===== src/common/game_pkg.sv =====
// shared screen, raster timing, ship geometry, color and FSM definitions for the ship display
`default_nettype none

package game_pkg;

  // --------------------------------------------------------------------------
  // raster timing for 1024x768
  // --------------------------------------------------------------------------
  localparam logic [10:0] h_active = 11'd1024;
  localparam logic [10:0] h_front  = 11'd24;
  localparam logic [10:0] h_sync   = 11'd136;
  localparam logic [10:0] h_back   = 11'd160;
  localparam logic [10:0] h_total  = h_active + h_front + h_sync + h_back;

  localparam logic [10:0] v_active = 11'd768;
  localparam logic [10:0] v_front  = 11'd3;
  localparam logic [10:0] v_sync   = 11'd6;
  localparam logic [10:0] v_back   = 11'd29;
  localparam logic [10:0] v_total  = v_active + v_front + v_sync + v_back;

  // --------------------------------------------------------------------------
  // ship geometry and playfield
  // --------------------------------------------------------------------------
  localparam logic [10:0] rect_width  = 11'd48;
  localparam logic [10:0] rect_height = 11'd64;

  // left edge of the playfield, also the smallest ship x
  localparam logic [10:0] play_x_min  = 11'd80;
  // first column right of the playfield
  localparam logic [10:0] play_x_edge = 11'd944;
  localparam logic [10:0] play_x_max  = play_x_edge - rect_width;

  localparam logic [10:0] reset_xpos = 11'd85;
  localparam logic [10:0] ship_ypos  = 11'd680;

  // --------------------------------------------------------------------------
  // timing defaults, in pclk cycles
  // --------------------------------------------------------------------------
  localparam logic [20:0] step_period_default = 21'd30000;
  localparam logic [15:0] debounce_default    = 16'd1000;

  // --------------------------------------------------------------------------
  // 12-bit rgb colors
  // --------------------------------------------------------------------------
  localparam logic [11:0] color_border = 12'h444;
  localparam logic [11:0] color_field  = 12'h135;
  localparam logic [11:0] color_ship   = 12'hfd2;
  localparam logic [11:0] color_black  = 12'h000;

  // ship controller states
  typedef enum logic [1:0] {
    idle       = 2'b00,
    move_left  = 2'b01,
    move_right = 2'b10
  } move_state_t;

endpackage

`default_nettype wire


===== src/hdl/key_sync.sv =====
// synchronizes and debounces the raw left and right key levels before the ship controller
`timescale 1ns/100ps
`default_nettype none

module key_sync #(
  parameter logic [15:0] debounce_cycles = game_pkg::debounce_default
) (
  input  wire pclk,
  input  wire rst,
  input  wire left_raw,
  input  wire right_raw,
  output wire left,
  output wire right
);

  wire [1:0] raw;
  wire [1:0] keys;

  // bit 0 is left, bit 1 is right
  assign raw = {right_raw, left_raw};

  genvar k;
  generate
    for (k = 0; k < 2; k++) begin : g_key
      logic        sync_a;
      logic        sync_b;
      logic        key_q;
      logic [15:0] stable_cnt;

      always_ff @(posedge pclk) begin
        if (rst) begin
          sync_a     <= 1'b0;
          sync_b     <= 1'b0;
          key_q      <= 1'b0;
          stable_cnt <= 16'd0;
        end else begin
          // two-flop synchronizer
          sync_a <= raw[k];
          sync_b <= sync_a;
          // count cycles the synchronized level differs from the accepted one
          if (sync_b == key_q) begin
            stable_cnt <= 16'd0;
          end else if (stable_cnt == debounce_cycles) begin
            key_q      <= sync_b;
            stable_cnt <= 16'd0;
          end else begin
            stable_cnt <= stable_cnt + 16'd1;
          end
        end
      end

      assign keys[k] = key_q;
    end
  endgenerate

  assign left  = keys[0];
  assign right = keys[1];

endmodule

`default_nettype wire


===== src/ship/position_rect_ctl.sv =====
// ship x-position FSM that steps one pixel per step period while a key is held
`timescale 1ns/100ps
`default_nettype none

module position_rect_ctl #(
  parameter logic [20:0] step_period = game_pkg::step_period_default
) (
  input  wire         pclk,
  input  wire         rst,
  input  wire         left,
  input  wire         right,
  output logic [10:0] xpos_out
);

  game_pkg::move_state_t state;
  game_pkg::move_state_t state_nxt;
  logic [10:0] xpos_nxt;
  logic [20:0] step_cnt;
  logic [20:0] step_cnt_nxt;

  // --------------------------------------------------------------------------
  // state and position registers
  // --------------------------------------------------------------------------
  always_ff @(posedge pclk) begin
    if (rst) begin
      state    <= game_pkg::idle;
      xpos_out <= game_pkg::reset_xpos;
      step_cnt <= 21'd0;
    end else begin
      state    <= state_nxt;
      xpos_out <= xpos_nxt;
      step_cnt <= step_cnt_nxt;
    end
  end

  // --------------------------------------------------------------------------
  // next state, left has priority from idle
  // --------------------------------------------------------------------------
  always_comb begin
    case (state)
      game_pkg::idle: begin
        if (left) begin
          state_nxt = game_pkg::move_left;
        end else if (right) begin
          state_nxt = game_pkg::move_right;
        end else begin
          state_nxt = game_pkg::idle;
        end
      end
      game_pkg::move_left:  state_nxt = left ? game_pkg::move_left : game_pkg::idle;
      game_pkg::move_right: state_nxt = right ? game_pkg::move_right : game_pkg::idle;
      default:              state_nxt = game_pkg::idle;
    endcase
  end

  // --------------------------------------------------------------------------
  // step counter and clamped position update
  // --------------------------------------------------------------------------
  always_comb begin
    // idle keeps a partial count for the next press
    step_cnt_nxt = step_cnt;
    xpos_nxt     = xpos_out;
    case (state)
      game_pkg::move_left: begin
        if (step_cnt == step_period) begin
          step_cnt_nxt = 21'd0;
          if (xpos_out > game_pkg::play_x_min) begin
            xpos_nxt = xpos_out - 11'd1;
          end else begin
            xpos_nxt = game_pkg::play_x_min;
          end
        end else begin
          step_cnt_nxt = step_cnt + 21'd1;
        end
      end
      game_pkg::move_right: begin
        if (step_cnt == step_period) begin
          step_cnt_nxt = 21'd0;
          if (xpos_out < game_pkg::play_x_max) begin
            xpos_nxt = xpos_out + 11'd1;
          end else begin
            xpos_nxt = game_pkg::play_x_max;
          end
        end else begin
          step_cnt_nxt = step_cnt + 21'd1;
        end
      end
      default: begin
        step_cnt_nxt = step_cnt;
        xpos_nxt     = xpos_out;
      end
    endcase
  end

endmodule

`default_nettype wire


===== src/hdl/vga_timing.sv =====
// free-running 1024x768 raster generator with registered counters, sync pulses and blank flag
`timescale 1ns/100ps
`default_nettype none

module vga_timing (
  input  wire         pclk,
  input  wire         rst,
  output logic [10:0] hcount,
  output logic [10:0] vcount,
  output logic        hsync,
  output logic        vsync,
  output logic        blank
);

  logic        h_wrap;
  logic [10:0] hcount_nxt;
  logic [10:0] vcount_nxt;
  logic        hsync_nxt;
  logic        vsync_nxt;
  logic        blank_nxt;

  // --------------------------------------------------------------------------
  // next counter values
  // --------------------------------------------------------------------------
  assign h_wrap = (hcount == game_pkg::h_total - 11'd1);

  always_comb begin
    if (h_wrap) begin
      hcount_nxt = 11'd0;
      if (vcount == game_pkg::v_total - 11'd1) begin
        vcount_nxt = 11'd0;
      end else begin
        vcount_nxt = vcount + 11'd1;
      end
    end else begin
      hcount_nxt = hcount + 11'd1;
      vcount_nxt = vcount;
    end
  end

  // --------------------------------------------------------------------------
  // sync and blank decoded from the next counts
  // --------------------------------------------------------------------------
  // sync pulses are active low
  assign hsync_nxt = !((hcount_nxt >= game_pkg::h_active + game_pkg::h_front) &&
                       (hcount_nxt <  game_pkg::h_active + game_pkg::h_front +
                                      game_pkg::h_sync));

  assign vsync_nxt = !((vcount_nxt >= game_pkg::v_active + game_pkg::v_front) &&
                       (vcount_nxt <  game_pkg::v_active + game_pkg::v_front +
                                      game_pkg::v_sync));

  assign blank_nxt = (hcount_nxt >= game_pkg::h_active) ||
                     (vcount_nxt >= game_pkg::v_active);

  // counters and decoded flags move together
  always_ff @(posedge pclk) begin
    if (rst) begin
      hcount <= 11'd0;
      vcount <= 11'd0;
      hsync  <= 1'b1;
      vsync  <= 1'b1;
      blank  <= 1'b0;
    end else begin
      hcount <= hcount_nxt;
      vcount <= vcount_nxt;
      hsync  <= hsync_nxt;
      vsync  <= vsync_nxt;
      blank  <= blank_nxt;
    end
  end

endmodule

`default_nettype wire


===== src/hdl/draw_background.sv =====
// first raster pipeline stage, paints blanking black, the side borders and the playfield
`timescale 1ns/100ps
`default_nettype none

module draw_background (
  input  wire         pclk,
  input  wire         rst,
  input  wire  [10:0] hcount_in,
  input  wire  [10:0] vcount_in,
  input  wire         hsync_in,
  input  wire         vsync_in,
  input  wire         blank_in,
  output logic [10:0] hcount_out,
  output logic [10:0] vcount_out,
  output logic        hsync_out,
  output logic        vsync_out,
  output logic        blank_out,
  output logic [11:0] rgb_out
);

  logic [11:0] rgb_nxt;

  always_comb begin
    if (blank_in) begin
      rgb_nxt = game_pkg::color_black;
    end else if ((hcount_in < game_pkg::play_x_min) || (hcount_in >= game_pkg::play_x_edge)) begin
      rgb_nxt = game_pkg::color_border;
    end else begin
      rgb_nxt = game_pkg::color_field;
    end
  end

  // pixel coordinates are payload
  always_ff @(posedge pclk) begin
    hcount_out <= hcount_in;
    vcount_out <= vcount_in;
  end

  always_ff @(posedge pclk) begin
    if (rst) begin
      hsync_out <= 1'b1;
      vsync_out <= 1'b1;
      blank_out <= 1'b1;
      rgb_out   <= game_pkg::color_black;
    end else begin
      hsync_out <= hsync_in;
      vsync_out <= vsync_in;
      blank_out <= blank_in;
      rgb_out   <= rgb_nxt;
    end
  end

endmodule

`default_nettype wire


===== src/ship/draw_rect.sv =====
// pipeline stage that paints the solid ship rectangle over the background pixel stream
`timescale 1ns/100ps
`default_nettype none

module draw_rect (
  input  wire         pclk,
  input  wire         rst,
  input  wire  [10:0] hcount_in,
  input  wire  [10:0] vcount_in,
  input  wire         hsync_in,
  input  wire         vsync_in,
  input  wire         blank_in,
  input  wire  [11:0] rgb_in,
  input  wire  [10:0] xpos,
  output logic        hsync_out,
  output logic        vsync_out,
  output logic [11:0] rgb_out
);

  logic        in_cols;
  logic        in_rows;
  logic        in_ship;
  logic [11:0] rgb_nxt;

  // --------------------------------------------------------------------------
  // rectangle hit test
  // --------------------------------------------------------------------------
  // columns xpos .. xpos+rect_width-1
  assign in_cols = (hcount_in >= xpos) && (hcount_in < xpos + game_pkg::rect_width);

  // rows ship_ypos .. ship_ypos+rect_height-1
  assign in_rows = (vcount_in >= game_pkg::ship_ypos) &&
                   (vcount_in < game_pkg::ship_ypos + game_pkg::rect_height);

  assign in_ship = !blank_in && in_cols && in_rows;

  always_comb begin
    if (in_ship) begin
      rgb_nxt = game_pkg::color_ship;
    end else begin
      rgb_nxt = rgb_in;
    end
  end

  // --------------------------------------------------------------------------
  // output register
  // --------------------------------------------------------------------------
  always_ff @(posedge pclk) begin
    if (rst) begin
      hsync_out <= 1'b1;
      vsync_out <= 1'b1;
      rgb_out   <= game_pkg::color_black;
    end else begin
      hsync_out <= hsync_in;
      vsync_out <= vsync_in;
      rgb_out   <= rgb_nxt;
    end
  end

endmodule

`default_nettype wire


===== src/hdl/ship_display_top.sv =====
// top level joining the key path, the ship controller and the two-stage raster pipeline
`timescale 1ns/100ps
`default_nettype none

module ship_display_top #(
  parameter logic [20:0] step_period     = game_pkg::step_period_default,
  parameter logic [15:0] debounce_cycles = game_pkg::debounce_default
) (
  input  wire        pclk,
  input  wire        rst,
  input  wire        left_raw,
  input  wire        right_raw,
  output wire        hsync,
  output wire        vsync,
  output wire [11:0] rgb,
  output wire [10:0] ship_xpos
);

  wire        left;
  wire        right;
  wire [10:0] tim_hcount;
  wire [10:0] tim_vcount;
  wire        tim_hsync;
  wire        tim_vsync;
  wire        tim_blank;
  wire [10:0] bg_hcount;
  wire [10:0] bg_vcount;
  wire        bg_hsync;
  wire        bg_vsync;
  wire        bg_blank;
  wire [11:0] bg_rgb;

  // --------------------------------------------------------------------------
  // key path and ship position
  // --------------------------------------------------------------------------
  key_sync #(
    .debounce_cycles(debounce_cycles)
  ) key_sync_i (
    .pclk      (pclk),
    .rst       (rst),
    .left_raw  (left_raw),
    .right_raw (right_raw),
    .left      (left),
    .right     (right)
  );

  position_rect_ctl #(
    .step_period(step_period)
  ) position_rect_ctl_i (
    .pclk     (pclk),
    .rst      (rst),
    .left     (left),
    .right    (right),
    .xpos_out (ship_xpos)
  );

  // --------------------------------------------------------------------------
  // raster pipeline
  // --------------------------------------------------------------------------
  vga_timing vga_timing_i (
    .pclk   (pclk),
    .rst    (rst),
    .hcount (tim_hcount),
    .vcount (tim_vcount),
    .hsync  (tim_hsync),
    .vsync  (tim_vsync),
    .blank  (tim_blank)
  );

  draw_background draw_background_i (
    .pclk       (pclk),
    .rst        (rst),
    .hcount_in  (tim_hcount),
    .vcount_in  (tim_vcount),
    .hsync_in   (tim_hsync),
    .vsync_in   (tim_vsync),
    .blank_in   (tim_blank),
    .hcount_out (bg_hcount),
    .vcount_out (bg_vcount),
    .hsync_out  (bg_hsync),
    .vsync_out  (bg_vsync),
    .blank_out  (bg_blank),
    .rgb_out    (bg_rgb)
  );

  // ship drawn at the live controller position
  draw_rect draw_rect_i (
    .pclk      (pclk),
    .rst       (rst),
    .hcount_in (bg_hcount),
    .vcount_in (bg_vcount),
    .hsync_in  (bg_hsync),
    .vsync_in  (bg_vsync),
    .blank_in  (bg_blank),
    .rgb_in    (bg_rgb),
    .xpos      (ship_xpos),
    .hsync_out (hsync),
    .vsync_out (vsync),
    .rgb_out   (rgb)
  );

endmodule

`default_nettype wire


===== config.mk =====
export PLATFORM = sky130hd
export DESIGN_NAME = ship_display_top
export DESIGN_NICKNAME = d
export VERILOG_FILES = /design/src/common/game_pkg.sv /design/src/hdl/key_sync.sv /design/src/ship/position_rect_ctl.sv /design/src/hdl/vga_timing.sv /design/src/hdl/draw_background.sv /design/src/ship/draw_rect.sv /design/src/hdl/ship_display_top.sv
export SDC_FILE = /design/constraint.sdc
export NUM_CORES = 1
export LEC_CHECK = 0
export BUFFER_PORTS_ARGS = -buffer_cell sky130_fd_sc_hd__buf_4
export CAP_MARGIN = 0
export CORE_ASPECT_RATIO = 1.4
export CORE_UTILIZATION = 45
export CTS_BUF_LIST = sky130_fd_sc_hd__clkbuf_4
export CTS_CLUSTER_SIZE = 28
export DETAILED_ROUTE_END_ITERATION = 8
export PLACE_DENSITY = 0.74
export SLEW_MARGIN = 20
export SYNTH_ARGS = -nofsm -noshare
export SYNTH_HDL_FRONTEND = slang
export SYNTH_SLANG_ARGS = --single-unit

===== constraint.sdc =====
create_clock -name pclk -period 2.44 [get_ports pclk]
set_clock_uncertainty 0.15 [all_clocks]
set_input_delay 0.122 -clock pclk [delete_from_list [all_inputs] [get_ports pclk]]
set_output_delay 0.122 -clock pclk [all_outputs]
set_load 0.02 [all_outputs]

# ---- Yosys cells after proc, flatten, opt, wreduce, memory -nomap -nowiden
# Index checks and enable logic that the tools add are counted.
dict set report op_classes {
  n_eq_ne 11
  bitwise_logic 2
  n_addsub 8
  n_mux 15
  order_cmp 14
  n_reduce_logical 21
}
# operator n
set op_table {}
lappend op_table {{$mux W11} 8}
lappend op_table {{$ge A11 B10 Y1 const B} 4}
lappend op_table {{$add A11 B1 Y11 const B} 3}
lappend op_table {{$lt A11 B10 Y1 const B} 3}
lappend op_table {{$add A16 B1 Y16 const B} 2}
lappend op_table {{$eq A16 B10 Y1 const B} 2}
lappend op_table {{$ge A11 B11 Y1 const B} 2}
lappend op_table {{$pmux W11 S2} 1}
lappend op_table {{$add A21 B1 Y21 const B} 1}
lappend op_table {{$eq A21 B15 Y1 const B} 1}
lappend op_table {{$mux W21} 1}
lappend op_table {{$mux W12} 1}
lappend op_table {{$add A11 B6 Y11 const B} 1}
lappend op_table {{$eq A11 B10 Y1 const B} 1}
lappend op_table {{$eq A11 B11 Y1 const B} 1}
lappend op_table {{$ge A11 B11 Y1} 1}
lappend op_table {{$gt A11 B7 Y1 const B} 1}
lappend op_table {{$lt A11 B11 Y1} 1}
lappend op_table {{$lt A11 B11 Y1 const B} 1}
lappend op_table {{$lt A11 B7 Y1 const B} 1}
lappend op_table {{$sub A11 B1 Y11 const B} 1}
lappend op_table {{$logic_and A1 B1 Y1} 6}
lappend op_table {{$pmux W2 S3} 1}
lappend op_table {{$reduce_or A2 Y1} 3}
lappend op_table {{14 further kinds} 23}
dict set report word_totals {
  in_bits 4
  wordCells 97
  ff_bits 148
  output_inout_bits 25
}

# ---- Logic depth before layout (Yosys ltp)
dict set report depth {
  ltp_word 6
  mapped_depth 11
  ltp_nobuf 10
}

# ---- Cells and area by module
# A second synthesis with hierarchy kept.
dict set report unflattened {
  hier_cells 758
  area_unflattened_um2 6845.3
}
# mod cells_per_inst area_per_inst_um2 seq_area_each_um2 instances
set modules_own_cells {}
lappend modules_own_cells {position_rect_ctl 245 2040.7 680.7 1}
lappend modules_own_cells {key_sync 181 1679.1 760.7 1}
lappend modules_own_cells {vga_timing 175 1467.7 500.5 1}
lappend modules_own_cells {draw_rect 108 954.7 280.3 1}
lappend modules_own_cells {draw_background 49 703.2 560.5 1}

# ---- Worst setup path after synthesis
# No wires, ideal clock.
dict set report synth_timing {
  path_kind {register -> register}
  from {register position_rect_ctl_i.xpos_out[4]}
  to {register draw_rect_i.rgb_out[9]}
  stages_incl_launch_ff 11
  period_less_slack_ns 2.643
  setup_time_ns 0.066
  arrival_time_ns 2.428
  required_time_ns 2.224
  path_slack_ns -0.203
  n_path_buf 0
  path_cell_list {dfxtp_1 -> inv_1 -> ha_1 -> nor3_1 -> xnor2_1 -> ha_1 -> nor4b_1 -> nand4b_1 -> a211oi_1 -> and3_1 -> nor2b_1}
}
dict set report synth_between {
  elab_chain_len 6
  word_cells_on_any_way 7
  classes_between {1 x add/sub; 2 x order compare; 1 x mux; 3 x reduce/logical}
}
# item line_no
set synth_lines {}
lappend synth_lines {{start: declaration} position_rect_ctl.sv:12} ;# output logic [10:0] xpos_out
lappend synth_lines {{start signal: assignment} position_rect_ctl.sv:27} ;# xpos_out <= game_pkg::reset_xpos;
lappend synth_lines {{start signal: assignment} position_rect_ctl.sv:31} ;# xpos_out <= xpos_nxt;
lappend synth_lines {{$add A11 B6 Y11} draw_rect.sv:29} ;# assign in_cols = (hcount_in >= xpos) && (hcount_in < xpos + game_pkg::rect_width);
lappend synth_lines {{$lt A11 B11 Y1} draw_rect.sv:29}
lappend synth_lines {{$logic_and A1 B1 Y1 *} draw_rect.sv:29}
lappend synth_lines {{$logic_and A1 B1 Y1 * (2 in a row)} draw_rect.sv:35} ;# assign in_ship = !blank_in && in_cols && in_rows;
lappend synth_lines {{$mux W12 *} draw_rect.sv:38} ;# if (in_ship) begin
lappend synth_lines {{end signal: assignment} draw_rect.sv:52} ;# rgb_out <= game_pkg::color_black;
lappend synth_lines {{end signal: assignment} draw_rect.sv:56} ;# rgb_out <= rgb_nxt;
lappend synth_lines {{end: declaration} draw_rect.sv:17} ;# output logic [11:0] rgb_out
# Every way passes the cells marked *; elsewhere a longest branch is shown, timed or not.
# A chain may end at the register's enable or synchronous reset.

# ---- Final worst setup path
dict set report layout_timing {
  from {register position_rect_ctl_i.state[1]}
  to {register position_rect_ctl_i.xpos_out[6]}
}
dict set report layout_between {
  elab_chain_len 3
  word_cells_on_any_way 7
  classes_between {4 x eq/ne; 1 x mux; 2 x reduce/logical}
}
# item line_no
set layout_lines {}
lappend layout_lines {{start: declaration} position_rect_ctl.sv:15} ;# game_pkg::move_state_t state;
lappend layout_lines {{start signal: assignment} position_rect_ctl.sv:26} ;# state <= game_pkg::idle;
lappend layout_lines {{start signal: assignment} position_rect_ctl.sv:30} ;# state <= state_nxt;
lappend layout_lines {{$eq A2 B2 Y1 or $eq A2 B1 Y1 (tied branches)} position_rect_ctl.sv:63} ;# case (state)
lappend layout_lines {{$ne A2 B1 Y1 (no source line) or $reduce_bool A2 Y1 (tied branches)} --}
lappend layout_lines {{$reduce_and A3 Y1 (no source line)} --}
# Several ways; a longest one is shown, not always the timed one.

==> impl_metrics.prom <==
# TYPE chip_impl_metric gauge
chip_impl_metric{name="synth_enable_flop_cells",unit=""} 0
chip_impl_metric{name="final-hold-violation-count",unit=""} 0
chip_impl_metric{name="count_of_warnings_emitted_by_yosys",unit=""} 0
chip_impl_metric{name="via_count",unit=""} 5198
chip_impl_info{name="timing.rr.start",value="position_rect_ctl_i.state[1]"} 1
chip_impl_metric{name="vdd_drop_max",unit="V"} 0.000259
chip_impl_info{name="cp-start-kind",value="flop"} 1
chip_impl_metric{name="period_needed",unit="ps"} 2400
chip_impl_metric{name="drt-total-wl",unit="µm"} 13200
chip_impl_info{name="crit_chain",value="inv_1 > ha_4 > nand4b_1 > nor4_2 > nand4_1 > nor4_4 > a21o_1 > o31ai_1 > a221o_1"} 1
chip_impl_metric{name="fin_hold_ws",unit="ps"} 268
chip_impl_metric{name="horiz_die_dim",unit="µm"} 102
chip_impl_metric{name="area_growth_syn_to_layout",unit="%"} 15.8
chip_impl_metric{name="synth_fp_nets",unit=""} 775
chip_impl_metric{name="final_nets",unit=""} 836
chip_impl_metric{name="timing.final.crit_share",unit="%"} 98.3
chip_impl_info{name="critical-path-slowest-cell",value="dfxtp_2"} 1
chip_impl_metric{name="design_power_total",unit="W"} 0.00358
chip_impl_metric{name="power.switching",unit="W"} 0.000808
chip_impl_metric{name="critical_path_buf_inv_count",unit=""} 1
chip_impl_info{name="critPathCaptureType",value="flop"} 1
chip_impl_metric{name="timing_worst_slew_pin_value",unit="ps"} 501
chip_impl_metric{name="finalSetupViolations",unit=""} 0
chip_impl_info{name="tritoncts",value="built"} 1
chip_impl_metric{name="chipHeight",unit="µm"} 142
chip_impl_metric{name="post_synth.cell_area_avg",unit="µm²"} 8.60
chip_impl_metric{name="drc_errors",unit=""} 0
chip_impl_info{name="timing.setup.critical_path_class",value="flop to flop"} 1
chip_impl_metric{name="gpl.final_weighted_congestion",unit=""} 0.875
chip_impl_metric{name="grt_pass1_vias",unit=""} 4890
chip_impl_metric{name="fp.coreArea",unit="µm²"} 13500
chip_impl_metric{name="dp.final_hpwl",unit="µm"} 9600
chip_impl_metric{name="final_ant_viol_nets",unit=""} 0
chip_impl_metric{name="combinationalPowerShare",unit="%"} 2.5
chip_impl_metric{name="synth-seq-area-share",unit="%"} 40.9
chip_impl_info{name="grt_setup_unrepaired",value="yes"} 1
chip_impl_metric{name="numCtsBuffers",unit=""} 17
chip_impl_info{name="cts-root-buf",value="clkbuf_4"} 1
chip_impl_metric{name="firstDrtPassIters",unit=""} 5
chip_impl_metric{name="post_synth_inst_count",unit=""} 734
chip_impl_info{name="worst_min_path_start",value="vga_timing_i.vcount[10]"} 1
chip_impl_metric{name="post_synth_num_cell_types",unit=""} 67
chip_impl_metric{name="initial_antenna_violation_count",unit=""} 1
chip_impl_metric{name="static_leakage_power",unit="nW"} 2.78
chip_impl_metric{name="grt_use_total",unit="%"} 19.4
chip_impl_metric{name="design.portCount",unit=""} 29
chip_impl_metric{name="max_slew_headroom",unit="%"} 66.5
chip_impl_metric{name="timing.critical_path.arrival",unit="ps"} 2660
chip_impl_metric{name="mappedNetlistArea",unit="µm²"} 6310
chip_impl_metric{name="max_stage_delay",unit="ps"} 360
chip_impl_info{name="crit_family",value="simple AND/OR/NAND/NOR gates"} 1
chip_impl_metric{name="vias_per_cell",unit=""} 5.25
chip_impl_metric{name="synth-async-reset-ratio",unit="%"} 0
chip_impl_metric{name="synth-seq-cells",unit=""} 129
chip_impl_metric{name="postLayoutCellArea",unit="µm²"} 7310
chip_impl_metric{name="fmaxAchievable",unit="GHz"} 0.417
chip_impl_metric{name="worst-path-max-fanout",unit=""} 6
chip_impl_metric{name="n_fill_cell",unit=""} 1268
chip_impl_metric{name="p_seq_share",unit="%"} 59.5
chip_impl_metric{name="critPathRequiredTime",unit="ps"} 2700
chip_impl_info{name="status",value="complete, no violations"} 1
chip_impl_info{name="worstHoldPathType",value="flop to flop"} 1
chip_impl_info{name="final_common_cell",value="dfxtp_1"} 1
chip_impl_metric{name="power_density",unit="nW/µm²"} 489
chip_impl_metric{name="final_core_utilization",unit="%"} 54.1
chip_impl_metric{name="floorplan.die_area",unit="µm²"} 14500
chip_impl_metric{name="switching_share",unit="%"} 22.6
chip_impl_metric{name="clkLatencyLatePin",unit="ps"} 520
chip_impl_metric{name="finalSetupTns",unit="ps"} 0
chip_impl_metric{name="gr-total-overflow",unit=""} 0
chip_impl_metric{name="final-max-slew-violation-count",unit=""} 0
chip_impl_info{name="crit_path_start",value="position_rect_ctl_i.state[1]"} 1
chip_impl_metric{name="final_layout_size_suffix_gt1_share",unit="%"} 17.2
chip_impl_metric{name="io_buffer_count",unit=""} 27
chip_impl_metric{name="clock_sinks",unit=""} 129
chip_impl_metric{name="internal-power",unit="W"} 0.00277
chip_impl_metric{name="htree_levels",unit=""} 4
chip_impl_metric{name="wire_per_inst",unit="µm"} 13.4
chip_impl_metric{name="cts_buffer_depth",unit=""} 2
chip_impl_metric{name="initial_utilization",unit="%"} 46.7
chip_impl_metric{name="dpl-instance-area",unit="µm²"} 6890
chip_impl_metric{name="grt_max_degree",unit=""} 43
chip_impl_metric{name="grt_first_pass_wirelength",unit="µm"} 22200
chip_impl_metric{name="detailedRoute.firstIterationViolations",unit=""} 237
chip_impl_metric{name="drv_cap",unit=""} 0
chip_impl_metric{name="clock_power_share",unit="%"} 38.1
chip_impl_info{name="ys.flop_type",value="dfxtp_1"} 1
chip_impl_metric{name="clkTransAtPathRegs",unit="ps"} 120
chip_impl_metric{name="row_count",unit=""} 50
chip_impl_info{name="layout_common_cells",value="dfxtp_1, nor2_1, buf_4, nand2_1, xor2_1"} 1
## metal layers
layer	track usage, %	share of wire, %	up-vias
li1	-	-	2661
met1	21.4	41	2416
met2	34.4	53	100
met3	5.45	4.0	21
met4	8.27	2.1	0
met5	0	0	-
## synth_stat cells, types with 3 or more instances
cell type	number	area share [%]
a31oi_1	10	0.99
a211oi_1	7	0.83
nor4_2	3	0.59
o21ai_0	29	2.3
nor3b_1	3	0.36
buf_4	10	1.2
o31ai_1	4	0.48
nor2b_1	11	1.1
xor2_1	39	5.4
nor4_1	8	0.79
nor4b_1	4	0.55
nor3_1	10	0.79
nand4b_1	6	0.83
and3_1	15	1.5
or3_1	14	1.4
nand2_1	52	3.1
or2_2	5	0.50
inv_1	33	2.0
nand3_1	27	2.1
clkbuf_1	23	1.4
nand4_1	20	2.0
buf_2	3	0.24
a21o_1	6	0.71
o22ai_1	3	0.30
mux2i_1	3	0.48
and2_1	5	0.50
ha_1	37	7.3
nor2_1	104	6.2
dfxtp_1	129	41
nand2b_1	7	0.69
a21oi_1	33	2.6
xnor2_1	26	3.6
## final timing paths
| path | end | slack, ps | cells past startpoint |
|---|---|---|---|
| worst max-delay path | position_rect_ctl_i.xpos_out[6] | 40 | 9 |
| worst min-delay path | draw_background_i.vcount_out[10] | 270 | 0 |
| worst max register to register | position_rect_ctl_i.xpos_out[6] | 40 | 9 |
| worst min register to register | draw_background_i.vcount_out[10] | 270 | 0 |
## registers in the layout, indices dropped and copies added, names as in the netlist, 2 cells and up
name                          cells
draw_background_i.vcount_out      8
vga_timing_i.hcount              11
draw_background_i.hcount_out     11
draw_rect_i.rgb_out               5
position_rect_ctl_i.step_cnt     21
key_sync_i.g_key.sync_b           2
key_sync_i.g_key.sync_a           2
draw_background_i.rgb_out         3
position_rect_ctl_i.state         2
vga_timing_i.vcount              11
key_sync_i.g_key.stable_cnt      32
position_rect_ctl_i.xpos_out     11
## repair_timing
item,in CTS,in global routing
setup buffers,0,4
hold buffers,5,0
endpoints found under the hold margin,32,0
pin swaps,1,3
setup endpoints to repair,3,38
gates resized for setup,2,16
## cells by family after synthesis
kind of cell / count (synthesis) / synth area share, %
buf+inv: 71 / 4.99
fa+ha+maj: 37 / 7.33
other cells: 1 / 0.0594
compound gates: 119 / 11.9
mux: 5 / 0.833
xor+xnor: 65 / 9.02
flops: 129 / 40.9
simple gates: 307 / 25.0
## layout make-up
| class | instances | area, µm² | share of cell area [%] |
|---|---|---|---|
| diodes | 1 | 2.50 | 0.0342 |
| clock buffers | 19 | 143 | 1.95 |
| clock inverters | 12 | 118 | 1.61 |
| inverters | 33 | 124 | 1.69 |
| multi-input cells | 534 | 3490 | 47.8 |
| flip-flops and latches | 129 | 2590 | 35.4 |
| well taps | 182 | 228 | 3.12 |
| repair buffers | 80 | 613 | 8.39 |
## per-stage QoR
step	setup WS, ps	cells
CTS	21.5	985
detailed placement	-75.8	949
global placement	76.3	949
floorplan	14.9	734
global route	-93.3	990
finish	42.0	990
## power by group through the flow
stage                     Combinational [W]  Sequential (W)  Clock [W]
after floorplan                   0.0000508         0.00218          0
after global placement            0.0000815         0.00218          0
after detailed placement          0.0000822         0.00218          0
after CTS                         0.0000887         0.00213    0.00142
after global routing              0.0000983         0.00213    0.00152
final                             0.0000878         0.00213    0.00136
Power figures use the tool's default switching activity.
